===== src/rtl/slurm16_settings.svh =====
// Width settings shared by every CPU block.
// Include this file in any source that sizes a data, address or register select bus.

`ifndef SLURM16_SETTINGS_SVH
`define SLURM16_SETTINGS_SVH

// Machine word and instruction width.
`define SLURM16_BITS 16

// Memory and port address width.
`define SLURM16_ADDRESS_BITS 16

// Register select width, which gives 16 general purpose registers.
`define SLURM16_REGISTER_BITS 4

`endif


===== src/rtl/slurm16_pkg.sv =====
// Types shared by the CPU blocks and the testbench.
// Import it where opcodes, ALU operations, branch conditions or sequencer states are used.

package slurm16_pkg;

	// Top nibble of every instruction.
	typedef enum logic [3:0] {
		op_nop  = 4'h0,
		op_ldi  = 4'h1,
		op_add  = 4'h2,
		op_sub  = 4'h3,
		op_and  = 4'h4,
		op_or   = 4'h5,
		op_xor  = 4'h6,
		op_shr  = 4'h7,
		op_ld   = 4'h8,
		op_st   = 4'h9,
		op_in   = 4'ha,
		op_out  = 4'hb,
		op_br   = 4'hc,
		op_halt = 4'hd
	} opcode_t;

	typedef enum logic [2:0] {
		alu_add, alu_sub, alu_and, alu_or, alu_xor, alu_shr, alu_pass
	} alu_op_t;

	// Taken from the low three bits of the rd field of a branch.
	typedef enum logic [2:0] {
		cond_always, cond_z, cond_nz, cond_c, cond_nc, cond_s, cond_ns, cond_v
	} cond_t;

	typedef enum logic [2:0] {
		st_fetch, st_execute, st_memory, st_port, st_halted
	} seq_state_t;

endpackage


===== src/rtl/slurm16_cpu_alu.sv =====
// Combinational ALU with the Z, C, S and V flag register.
// The sequencer raises flags_load on the edge that retires an ALU instruction.

`timescale 1ns/1ps
`include "slurm16_settings.svh"

module slurm16_cpu_alu (
	input  logic                     CLK,
	input  logic                     reset,
	input  logic [`SLURM16_BITS-1:0] alu_a,
	input  logic [`SLURM16_BITS-1:0] alu_b,
	input  slurm16_pkg::alu_op_t     alu_op,
	input  logic                     flags_load,
	output logic [`SLURM16_BITS-1:0] alu_out,
	output logic                     flag_z,
	output logic                     flag_c,
	output logic                     flag_s,
	output logic                     flag_v
);
	import slurm16_pkg::*;

	localparam int MSB = `SLURM16_BITS - 1;

	logic [`SLURM16_BITS:0] sum;  // Top bit is the carry out.
	logic [`SLURM16_BITS:0] diff; // Top bit is set when there is no borrow.
	logic                   c_next;
	logic                   v_next;

	assign sum  = {1'b0, alu_a} + {1'b0, alu_b};
	assign diff = {1'b0, alu_a} + {1'b0, ~alu_b} + {{`SLURM16_BITS{1'b0}}, 1'b1};

	always_comb begin
		c_next = 1'b0; // Logic operations and shifts clear C and V.
		v_next = 1'b0;
		case (alu_op)
			alu_add: begin
				alu_out = sum[MSB:0];
				c_next  = sum[`SLURM16_BITS];
				v_next  = (alu_a[MSB] == alu_b[MSB]) && (sum[MSB] != alu_a[MSB]);
			end
			alu_sub: begin
				alu_out = diff[MSB:0];
				c_next  = diff[`SLURM16_BITS];
				v_next  = (alu_a[MSB] != alu_b[MSB]) && (diff[MSB] != alu_a[MSB]);
			end
			alu_and: alu_out = alu_a & alu_b;
			alu_or:  alu_out = alu_a | alu_b;
			alu_xor: alu_out = alu_a ^ alu_b;
			alu_shr: alu_out = {1'b0, alu_a[MSB:1]}; // The shifted-out bit is dropped.
			default: alu_out = alu_a;
		endcase
	end

	always_ff @(posedge CLK) begin
		if (reset) begin
			flag_z <= 1'b0;
			flag_c <= 1'b0;
			flag_s <= 1'b0;
			flag_v <= 1'b0;
		end else if (flags_load) begin
			flag_z <= (alu_out == '0);
			flag_c <= c_next;
			flag_s <= alu_out[MSB];
			flag_v <= v_next;
		end
	end

endmodule


===== src/rtl/slurm16_cpu_port_interface.sv =====
// APB master for the I/O ports of the CPU.
// Turns a one-cycle port request into a setup phase and an access phase held until pready.

`timescale 1ns/1ps
`include "slurm16_settings.svh"

module slurm16_cpu_port_interface (
	input  logic                             CLK,
	input  logic                             reset,
	input  logic                             port_req,
	input  logic                             port_wr_req,
	input  logic [`SLURM16_ADDRESS_BITS-1:0] port_addr_req,
	input  logic [`SLURM16_BITS-1:0]         port_wdata_req,
	output logic                             port_done,
	output logic [`SLURM16_BITS-1:0]         port_rdata_resp,
	output logic [`SLURM16_ADDRESS_BITS-1:0] port_paddr,
	output logic                             port_psel,
	output logic                             port_penable,
	output logic                             port_pwrite,
	output logic [`SLURM16_BITS-1:0]         port_pwdata,
	input  logic [`SLURM16_BITS-1:0]         port_prdata,
	input  logic                             port_pready
);

	typedef enum logic [1:0] {apb_idle, apb_setup, apb_access} apb_state_t;

	apb_state_t state;

	// The transfer completes on the edge where pready is seen in the access phase.
	assign port_done       = (state == apb_access) && port_pready;
	assign port_rdata_resp = port_prdata;

	always_ff @(posedge CLK) begin
		if (reset) begin
			state        <= apb_idle;
			port_psel    <= 1'b0;
			port_penable <= 1'b0;
		end else begin
			case (state)
				apb_idle: begin
					if (port_req) begin
						port_paddr  <= port_addr_req; // Held until the transfer ends.
						port_pwrite <= port_wr_req;
						port_pwdata <= port_wdata_req;
						port_psel   <= 1'b1;
						state       <= apb_setup;
					end
				end
				apb_setup: begin
					port_penable <= 1'b1;
					state        <= apb_access;
				end
				apb_access: begin
					if (port_pready) begin
						port_psel    <= 1'b0;
						port_penable <= 1'b0;
						state        <= apb_idle;
					end
				end
				default: state <= apb_idle;
			endcase
		end
	end

endmodule


===== src/rtl/slurm16_cpu_registers.sv =====
// General purpose register file of the CPU.
// Two combinational read ports feed the sequencer, one write port takes the write-back.

`timescale 1ns/1ps
`include "slurm16_settings.svh"

module slurm16_cpu_registers (
	input  logic                              CLK,
	input  logic [`SLURM16_REGISTER_BITS-1:0] reg_a_sel,
	input  logic [`SLURM16_REGISTER_BITS-1:0] reg_b_sel,
	input  logic [`SLURM16_REGISTER_BITS-1:0] reg_wr_sel,
	input  logic                              reg_wr_en,
	input  logic [`SLURM16_BITS-1:0]          reg_wr_data,
	output logic [`SLURM16_BITS-1:0]          reg_a,
	output logic [`SLURM16_BITS-1:0]          reg_b
);

	// Contents are undefined after reset until a program writes them.
	logic [`SLURM16_BITS-1:0] regs [0:(1 << `SLURM16_REGISTER_BITS)-1];

	always_ff @(posedge CLK) begin
		if (reg_wr_en) begin
			regs[reg_wr_sel] <= reg_wr_data;
		end
	end

	assign reg_a = regs[reg_a_sel];
	assign reg_b = regs[reg_b_sel]; // Store data and second ALU operand.

endmodule


===== src/rtl/slurm16_cpu_sequencer.sv =====
// Fetch, decode and execute control of the CPU, one instruction in flight at a time.
// Owns the pc, the instruction register and the memory request, and starts port transfers.

`timescale 1ns/1ps
`include "slurm16_settings.svh"

module slurm16_cpu_sequencer (
	input  logic                              CLK,
	input  logic                              reset,
	output logic [`SLURM16_ADDRESS_BITS-1:0]  memory_address,
	input  logic [`SLURM16_BITS-1:0]          memory_in,
	output logic [`SLURM16_BITS-1:0]          memory_out,
	output logic                              memory_rd,
	output logic                              memory_wr,
	input  logic                              memory_success,
	output logic [`SLURM16_REGISTER_BITS-1:0] reg_a_sel,
	output logic [`SLURM16_REGISTER_BITS-1:0] reg_b_sel,
	input  logic [`SLURM16_BITS-1:0]          reg_a,
	input  logic [`SLURM16_BITS-1:0]          reg_b,
	output logic                              reg_wr_en,
	output logic [`SLURM16_REGISTER_BITS-1:0] reg_wr_sel,
	output logic [`SLURM16_BITS-1:0]          reg_wr_data,
	output slurm16_pkg::alu_op_t              alu_op,
	output logic [`SLURM16_BITS-1:0]          alu_a,
	output logic [`SLURM16_BITS-1:0]          alu_b,
	input  logic [`SLURM16_BITS-1:0]          alu_out,
	output logic                              flags_load,
	input  logic                              flag_z,
	input  logic                              flag_c,
	input  logic                              flag_s,
	input  logic                              flag_v,
	output logic                              port_req,
	output logic                              port_wr_req,
	output logic [`SLURM16_ADDRESS_BITS-1:0]  port_addr_req,
	output logic [`SLURM16_BITS-1:0]          port_wdata_req,
	input  logic                              port_done,
	input  logic [`SLURM16_BITS-1:0]          port_rdata_resp,
	output logic                              halted
);
	import slurm16_pkg::*;

	seq_state_t                      state;
	logic [`SLURM16_ADDRESS_BITS-1:0] pc; // Points past the instruction in ir once it is fetched.
	logic [`SLURM16_BITS-1:0]         ir;
	opcode_t                         opcode;
	cond_t                           cond;
	logic [7:0]                      imm;
	logic                            is_alu;
	logic                            cond_pass;
	logic [`SLURM16_ADDRESS_BITS-1:0] next_pc;

	assign opcode = opcode_t'(ir[15:12]);
	assign cond   = cond_t'(ir[10:8]);
	assign imm    = ir[7:0];
	assign is_alu = opcode inside {op_add, op_sub, op_and, op_or, op_xor, op_shr};

	always_comb begin
		case (cond)
			cond_z:  cond_pass = flag_z;
			cond_nz: cond_pass = !flag_z;
			cond_c:  cond_pass = flag_c;
			cond_nc: cond_pass = !flag_c;
			cond_s:  cond_pass = flag_s;
			cond_ns: cond_pass = !flag_s;
			cond_v:  cond_pass = flag_v;
			default: cond_pass = 1'b1;
		endcase
	end

	// A taken branch lands at its own address plus one plus the signed offset.
	assign next_pc = (opcode == op_br && cond_pass) ?
		pc + {{(`SLURM16_ADDRESS_BITS - 8){imm[7]}}, imm} : pc;

	always_comb begin
		case (opcode)
			op_add:  alu_op = alu_add;
			op_sub:  alu_op = alu_sub;
			op_and:  alu_op = alu_and;
			op_or:   alu_op = alu_or;
			op_xor:  alu_op = alu_xor;
			op_shr:  alu_op = alu_shr;
			default: alu_op = alu_pass;
		endcase
	end

	// op_out reads its data from the rd field.
	assign reg_a_sel  = (opcode == op_out) ? ir[11:8] : ir[7:4];
	assign reg_b_sel  = ir[3:0];
	assign alu_a      = reg_a;
	assign alu_b      = reg_b;
	assign flags_load = (state == st_execute) && is_alu;

	assign reg_wr_sel = ir[11:8];
	assign reg_wr_en  = ((state == st_execute) && (opcode == op_ldi || is_alu)) ||
		((state == st_memory) && (opcode == op_ld) && memory_success) ||
		((state == st_port) && (opcode == op_in) && port_done);

	always_comb begin
		case (opcode)
			op_ldi:  reg_wr_data = {{(`SLURM16_BITS - 8){1'b0}}, imm};
			op_ld:   reg_wr_data = memory_in;
			op_in:   reg_wr_data = port_rdata_resp;
			default: reg_wr_data = alu_out;
		endcase
	end

	assign port_req       = (state == st_execute) && (opcode == op_in || opcode == op_out);
	assign port_wr_req    = (opcode == op_out);
	assign port_addr_req  = {{(`SLURM16_ADDRESS_BITS - 8){1'b0}}, imm};
	assign port_wdata_req = reg_a;

	always_ff @(posedge CLK) begin
		if (reset) begin
			state     <= st_fetch;
			pc        <= '0;
			memory_rd <= 1'b0;
			memory_wr <= 1'b0;
			halted    <= 1'b0;
		end else begin
			case (state)
				st_fetch: begin
					if (!memory_rd) begin
						memory_rd      <= 1'b1; // Only the first fetch after reset starts here.
						memory_address <= pc;
					end else if (memory_success) begin
						memory_rd <= 1'b0;
						ir        <= memory_in;
						pc        <= pc + {{(`SLURM16_ADDRESS_BITS - 1){1'b0}}, 1'b1};
						state     <= st_execute;
					end
				end
				st_execute: begin
					case (opcode)
						op_ld, op_st: begin
							memory_address <= reg_a;
							memory_out     <= reg_b;
							memory_rd      <= (opcode == op_ld);
							memory_wr      <= (opcode == op_st);
							state          <= st_memory;
						end
						op_in, op_out: state <= st_port;
						op_halt: begin
							halted <= 1'b1;
							state  <= st_halted;
						end
						default: begin
							// The next fetch is requested on the same edge.
							pc             <= next_pc;
							memory_rd      <= 1'b1;
							memory_address <= next_pc;
							state          <= st_fetch;
						end
					endcase
				end
				st_memory: begin
					if (memory_success) begin
						memory_wr      <= 1'b0;
						memory_rd      <= 1'b1;
						memory_address <= pc;
						state          <= st_fetch;
					end
				end
				st_port: begin
					if (port_done) begin
						memory_rd      <= 1'b1;
						memory_address <= pc;
						state          <= st_fetch;
					end
				end
				default: state <= st_halted; // Only reset leaves the halted state.
			endcase
		end
	end

endmodule


===== src/rtl/slurm16_cpu_top.sv =====
// Top level of the CPU, tying the sequencer to the register file, ALU and APB port master.
// External memory uses request-until-success handshaking and I/O goes over APB.

`timescale 1ns/1ps
`include "slurm16_settings.svh"

module slurm16_cpu_top (
	input  logic                             CLK,
	input  logic                             reset,
	output logic [`SLURM16_ADDRESS_BITS-1:0] memory_address,
	input  logic [`SLURM16_BITS-1:0]         memory_in,
	output logic [`SLURM16_BITS-1:0]         memory_out,
	output logic                             memory_rd,
	output logic                             memory_wr,
	input  logic                             memory_success,
	output logic [`SLURM16_ADDRESS_BITS-1:0] port_paddr,
	output logic                             port_psel,
	output logic                             port_penable,
	output logic                             port_pwrite,
	output logic [`SLURM16_BITS-1:0]         port_pwdata,
	input  logic [`SLURM16_BITS-1:0]         port_prdata,
	input  logic                             port_pready,
	output logic                             halted
);
	import slurm16_pkg::*;

	logic [`SLURM16_REGISTER_BITS-1:0] reg_a_sel;
	logic [`SLURM16_REGISTER_BITS-1:0] reg_b_sel;
	logic [`SLURM16_REGISTER_BITS-1:0] reg_wr_sel;
	logic [`SLURM16_BITS-1:0]          reg_a;
	logic [`SLURM16_BITS-1:0]          reg_b;
	logic                              reg_wr_en;
	logic [`SLURM16_BITS-1:0]          reg_wr_data;

	alu_op_t                           alu_op;
	logic [`SLURM16_BITS-1:0]          alu_a;
	logic [`SLURM16_BITS-1:0]          alu_b;
	logic [`SLURM16_BITS-1:0]          alu_out;
	logic                              flags_load;
	logic                              flag_z;
	logic                              flag_c;
	logic                              flag_s;
	logic                              flag_v;

	logic                              port_req;    // One-cycle start of a port transfer.
	logic                              port_wr_req;
	logic [`SLURM16_ADDRESS_BITS-1:0]  port_addr_req;
	logic [`SLURM16_BITS-1:0]          port_wdata_req;
	logic                              port_done;
	logic [`SLURM16_BITS-1:0]          port_rdata_resp;

	slurm16_cpu_sequencer seq0 (
		.CLK(CLK), .reset(reset),
		.memory_address(memory_address), .memory_in(memory_in), .memory_out(memory_out),
		.memory_rd(memory_rd), .memory_wr(memory_wr), .memory_success(memory_success),
		.reg_a_sel(reg_a_sel), .reg_b_sel(reg_b_sel), .reg_a(reg_a), .reg_b(reg_b),
		.reg_wr_en(reg_wr_en), .reg_wr_sel(reg_wr_sel), .reg_wr_data(reg_wr_data),
		.alu_op(alu_op), .alu_a(alu_a), .alu_b(alu_b), .alu_out(alu_out),
		.flags_load(flags_load),
		.flag_z(flag_z), .flag_c(flag_c), .flag_s(flag_s), .flag_v(flag_v),
		.port_req(port_req), .port_wr_req(port_wr_req), .port_addr_req(port_addr_req),
		.port_wdata_req(port_wdata_req), .port_done(port_done),
		.port_rdata_resp(port_rdata_resp), .halted(halted)
	);

	slurm16_cpu_registers reg0 (
		.CLK(CLK),
		.reg_a_sel(reg_a_sel), .reg_b_sel(reg_b_sel), .reg_wr_sel(reg_wr_sel),
		.reg_wr_en(reg_wr_en), .reg_wr_data(reg_wr_data),
		.reg_a(reg_a), .reg_b(reg_b)
	);

	slurm16_cpu_alu alu0 (
		.CLK(CLK), .reset(reset),
		.alu_a(alu_a), .alu_b(alu_b), .alu_op(alu_op), .flags_load(flags_load),
		.alu_out(alu_out),
		.flag_z(flag_z), .flag_c(flag_c), .flag_s(flag_s), .flag_v(flag_v)
	);

	slurm16_cpu_port_interface prt0 (
		.CLK(CLK), .reset(reset),
		.port_req(port_req), .port_wr_req(port_wr_req), .port_addr_req(port_addr_req),
		.port_wdata_req(port_wdata_req), .port_done(port_done),
		.port_rdata_resp(port_rdata_resp),
		.port_paddr(port_paddr), .port_psel(port_psel), .port_penable(port_penable),
		.port_pwrite(port_pwrite), .port_pwdata(port_pwdata),
		.port_prdata(port_prdata), .port_pready(port_pready)
	);

endmodule


===== config.mk =====
export PLATFORM = sky130hd
export DESIGN_NAME = slurm16_cpu_top
export DESIGN_NICKNAME = d
export VERILOG_FILES = /design/src/rtl/slurm16_pkg.sv /design/src/rtl/slurm16_cpu_alu.sv /design/src/rtl/slurm16_cpu_port_interface.sv /design/src/rtl/slurm16_cpu_registers.sv /design/src/rtl/slurm16_cpu_sequencer.sv /design/src/rtl/slurm16_cpu_top.sv
export VERILOG_INCLUDE_DIRS = /design/src /design/src/rtl
export SDC_FILE = /design/constraint.sdc
export NUM_CORES = 1
export LEC_CHECK = 0
export ABC_AREA = 1
export BUFFER_PORTS_ARGS = -buffer_cell sky130_fd_sc_hd__buf_2
export CAP_MARGIN = 20
export CORE_ASPECT_RATIO = 1.25
export CORE_MARGIN = 5
export CORE_UTILIZATION = 50
export CTS_CLUSTER_SIZE = 24
export DETAILED_ROUTE_END_ITERATION = 6
export GPL_TIMING_DRIVEN = 0
export PLACE_DENSITY = 0.67
export SYNTH_ARGS = -nofsm -noshare
export SYNTH_HDL_FRONTEND = slang
export SYNTH_SLANG_ARGS = --single-unit

===== constraint.sdc =====
create_clock -name CLK -period 11.9 [get_ports CLK]
set_input_delay 1.785 -clock CLK [delete_from_list [all_inputs] [get_ports CLK]]
set_output_delay 1.785 -clock CLK [all_outputs]
set_load 0.01 [all_outputs]

==> metrics.txt <==
Final Cycle Share=~56%; GRT Total Usage=36.0%; hold buffer count at CTS=0; global route total overflow=0; register area=~11000 um^2; Top Family by Delay on Critical Path=simple AND/OR/NAND/NOR gates; H-Tree Depth=2; RSZ-0062 raised after global routing=false; Ys Warns=0; Initial DRC Count=~3.0k; Resize count post-CTS=0; WL/cell=around 27 um; worst slack, placed=~5.5 ns; vias after detailed routing=between 20k and 25k; dpl hpwl=just over 60000 um; P&R area growth vs syn=13.2%; clock buffer count from CTS=39; First-pass DRT Iterations=6; share of cells above drive strength 1=under 10%; Synth area leaders=edfxtp_1, nand2_1, nand3_1; Final GP Congestion=about 1; starting density of the core=about half; Lkg Pwr=between 9 and 10 nW; CTS Root Cell=clkbuf_16; Nets=around 2.7k; die area=46700 um^2; top_reg_cell synth=edfxtp_1; Post-Synthesis Mean Instance Area=roughly 8.6 um^2; setup TNS=0 ns; status=completed; nature of the critical path startpoint=register; Synth async-reset ratio=0%; Cell Area, Synth=approximately 21000 um^2; Crit path top cell by count=nand3_1; die width=a little under 200 um; Synth area leader=edfxtp_1; Final Critical Period=around 6.7 ns; CP max stage delay=0.81 ns; Netlist cell types=between 50 and 60; Least-Margin Pin Slew=between 1 and 1.5 ns; Setup crit end kind=register; CP Max Fanout=16; synthesized flop and latch total=363; Synth top area share=~47%; vias in the first global route=about 19k; area taken by multi-input logic gates=9020 um^2; Routed Antenna Nets=0; # fillers=3850; Max Cap Viol=0; skew final=0.0317 ns; worst vdd ir=about 0.11 mV; drt drc=0; largest net degree at the start of global routing=17; FP Rows=84; initial antenna violation count=1; Crit path required time=approximately 12 ns; I/O Pins=about 110; Fin Hold WS=0.472 ns; Vert. Die Dim=~240 um; worst skew pair latency=0.59 ns; Syn Inst Count=around 2.5k; core footprint=42000 um^2; Clock transition at path regs=~0.060 ns; Pwr Density=roughly 140 nW/um^2; Final Hold Fails=0; Worst Hold Class=reg -> reg; vias per inst=approximately 6.3; Max stage delay cell, worst path=clkbuf_1; Critical Path, Cell by Cell=nor2_4, nand2_2, buf_6, o21ai_2, clkbuf_1, nand3_1, nand2_1, inv_1, ha_1, clkbuf_1, inv_1, a21oi_1, o21ai_0, a21oi_1, nand3_1, nand3_1, nand4_1, nand3_1, nand3_1; Routed WL=slightly below 90000 um; post-route worst setup slack=a little over 5 ns; post-CTS setup buffer count=0; CTS tree=done; fmax=around 150 MHz; type of the worst setup path=reg -> reg; first-pass GRT wire length=between 100000 and 150000 um; Max Buffers Root-to-Sink=3; Seq/Total Area, Yosys=approximately 50%; Max-slew headroom=roughly 5.7%; Post-synth EDFFs=~330; Buf/Inv on CP=5; Port Buffer Count=97; Final Max Tran Viols=0; Worst EP arrival=6.74 ns; CTS sink count=between 300 and 400; final setup vio count=0
==> registers in the layout, summed over array words and instances (netlist names), named ones only <==
| register | count |
|---|---|
| seq0.memory_wr | 1 |
| seq0.ir | 16 |
| seq0.pc | 16 |
| alu0.flag_s | 1 |
| prt0.port_pwrite | 1 |
| reg0.regs | 256 |
| prt0.port_psel | 1 |
| prt0.port_penable | 1 |
| prt0.port_paddr | 8 |
| alu0.flag_c | 1 |
| prt0.state | 2 |
| seq0.memory_address | 16 |
| seq0.memory_out | 16 |
| seq0.memory_rd | 1 |
| seq0.halted | 1 |
| alu0.flag_v | 1 |
| seq0.state | 3 |
| alu0.flag_z | 1 |
| prt0.port_pwdata | 16 |
==> layout make-up <==
| class | count | area share, % |
|---|---|---|
| inverters | 284 | 4.44 |
| repair buffers | 117 | 3.29 |
| clock buffers | 53 | 4.45 |
| plain buffers | 138 | 2.68 |
| well taps | 559 | 2.91 |
| diodes | 1 | 0.0104 |
| flip-flops and latches | 363 | 44.0 |
| multi-input cells | 1692 | 37.6 |
| clock inverters | 16 | 0.672 |
==> final timing paths <==
path | startpoint | endpoint | slack, ns | depth (start not counted)
worst max-delay path | seq0.ir[14] | reg0.regs[9][14] | 5.19 | 19
worst min register to register | seq0.halted | seq0.halted | 0.47 | 2
worst min-delay path | seq0.halted | seq0.halted | 0.47 | 2
worst max register to register | seq0.ir[14] | reg0.regs[9][14] | 5.19 | 19
==> cells in the mapped netlist, drive strengths merged, types with 20 or more instances <==
cell	count
clkbuf	77
inv	281
ha	66
a21oi	171
buf	61
nand3	324
nand2	561
o211ai	84
o221ai	20
mux2i	37
dfxtp	34
edfxtp	329
nor2	117
o21ai	182
==> where the power goes <==
part | internal (mW) | switching, mW
Sequential | 1.45 | 0.0234
Combinational | 0.209 | 0.570
Clock | 0.696 | 0.531
Total | 2.35 | 1.12
==> placed cells by master (no fill, tap or decap), drive strengths merged, types with 4 or more instances in the layout <==
master,count
nand2,561
edfxtp,329
nand3,324
inv,282
o21ai,182
buf,178
a21oi,171
clkbuf,130
nor2,117
o211ai,84
ha,66
mux2i,37
dfxtp,34
o221ai,20
a221oi,16
xor2,16
nor3,14
clkinv,13
nand4,12
a22oi,8
conb,8
o31ai,5
a31oi,5
a21o,4
a211oi,4
or2,4
nand3b,4
xnor2,4
==> metal layers <==
metal,wire [um],GRT usage [%],vias up,part of all wire (%)
met3,10700,8.30,411,12
li1,-,-,8889,-
met1,30600,43.8,9470,35
met2,39300,57.1,1513,45
met5,0,0,-,0
met4,6980,25.0,0,8.0
==> worst min-delay path, cell delays in order, from the launching register on <==
cell	delay, ns
dfxtp_1	0.32
inv_1	0.05
a21oi_1	0.05
==> logic make-up (layout without fill, tap and decap cells) <==
kind of cell | count (synthesis) | after routing | share of synthesized area [%]
muxes | 37 | 37 | 1.74
DFF | 363 | 363 | 49.8
buffers and inverters | 422 | 608 | 8.06
xor gates and xnor gates | 20 | 20 | 0.825
AOI/OAI and AO/OA | 518 | 518 | 14.5
other | 1 | 9 | 0.0177
and+or+nand+nor | 1040 | 1040 | 20.9
adders and majority gates | 69 | 69 | 4.17
==> through the flow <==
step                utilization [%]  cell area [um^2]  power [mW]  instances
floorplan                         -             21300        1.96       2477
global route                   57.1             24000        3.58       3222
finish                         57.1             24000        3.48       3223
CTS                            56.9             23900        3.44       3217
detailed placement             54.0             22700        2.24       3148
global placement               53.4             22400        2.23       3133
Power figures use the tool's default switching activity.
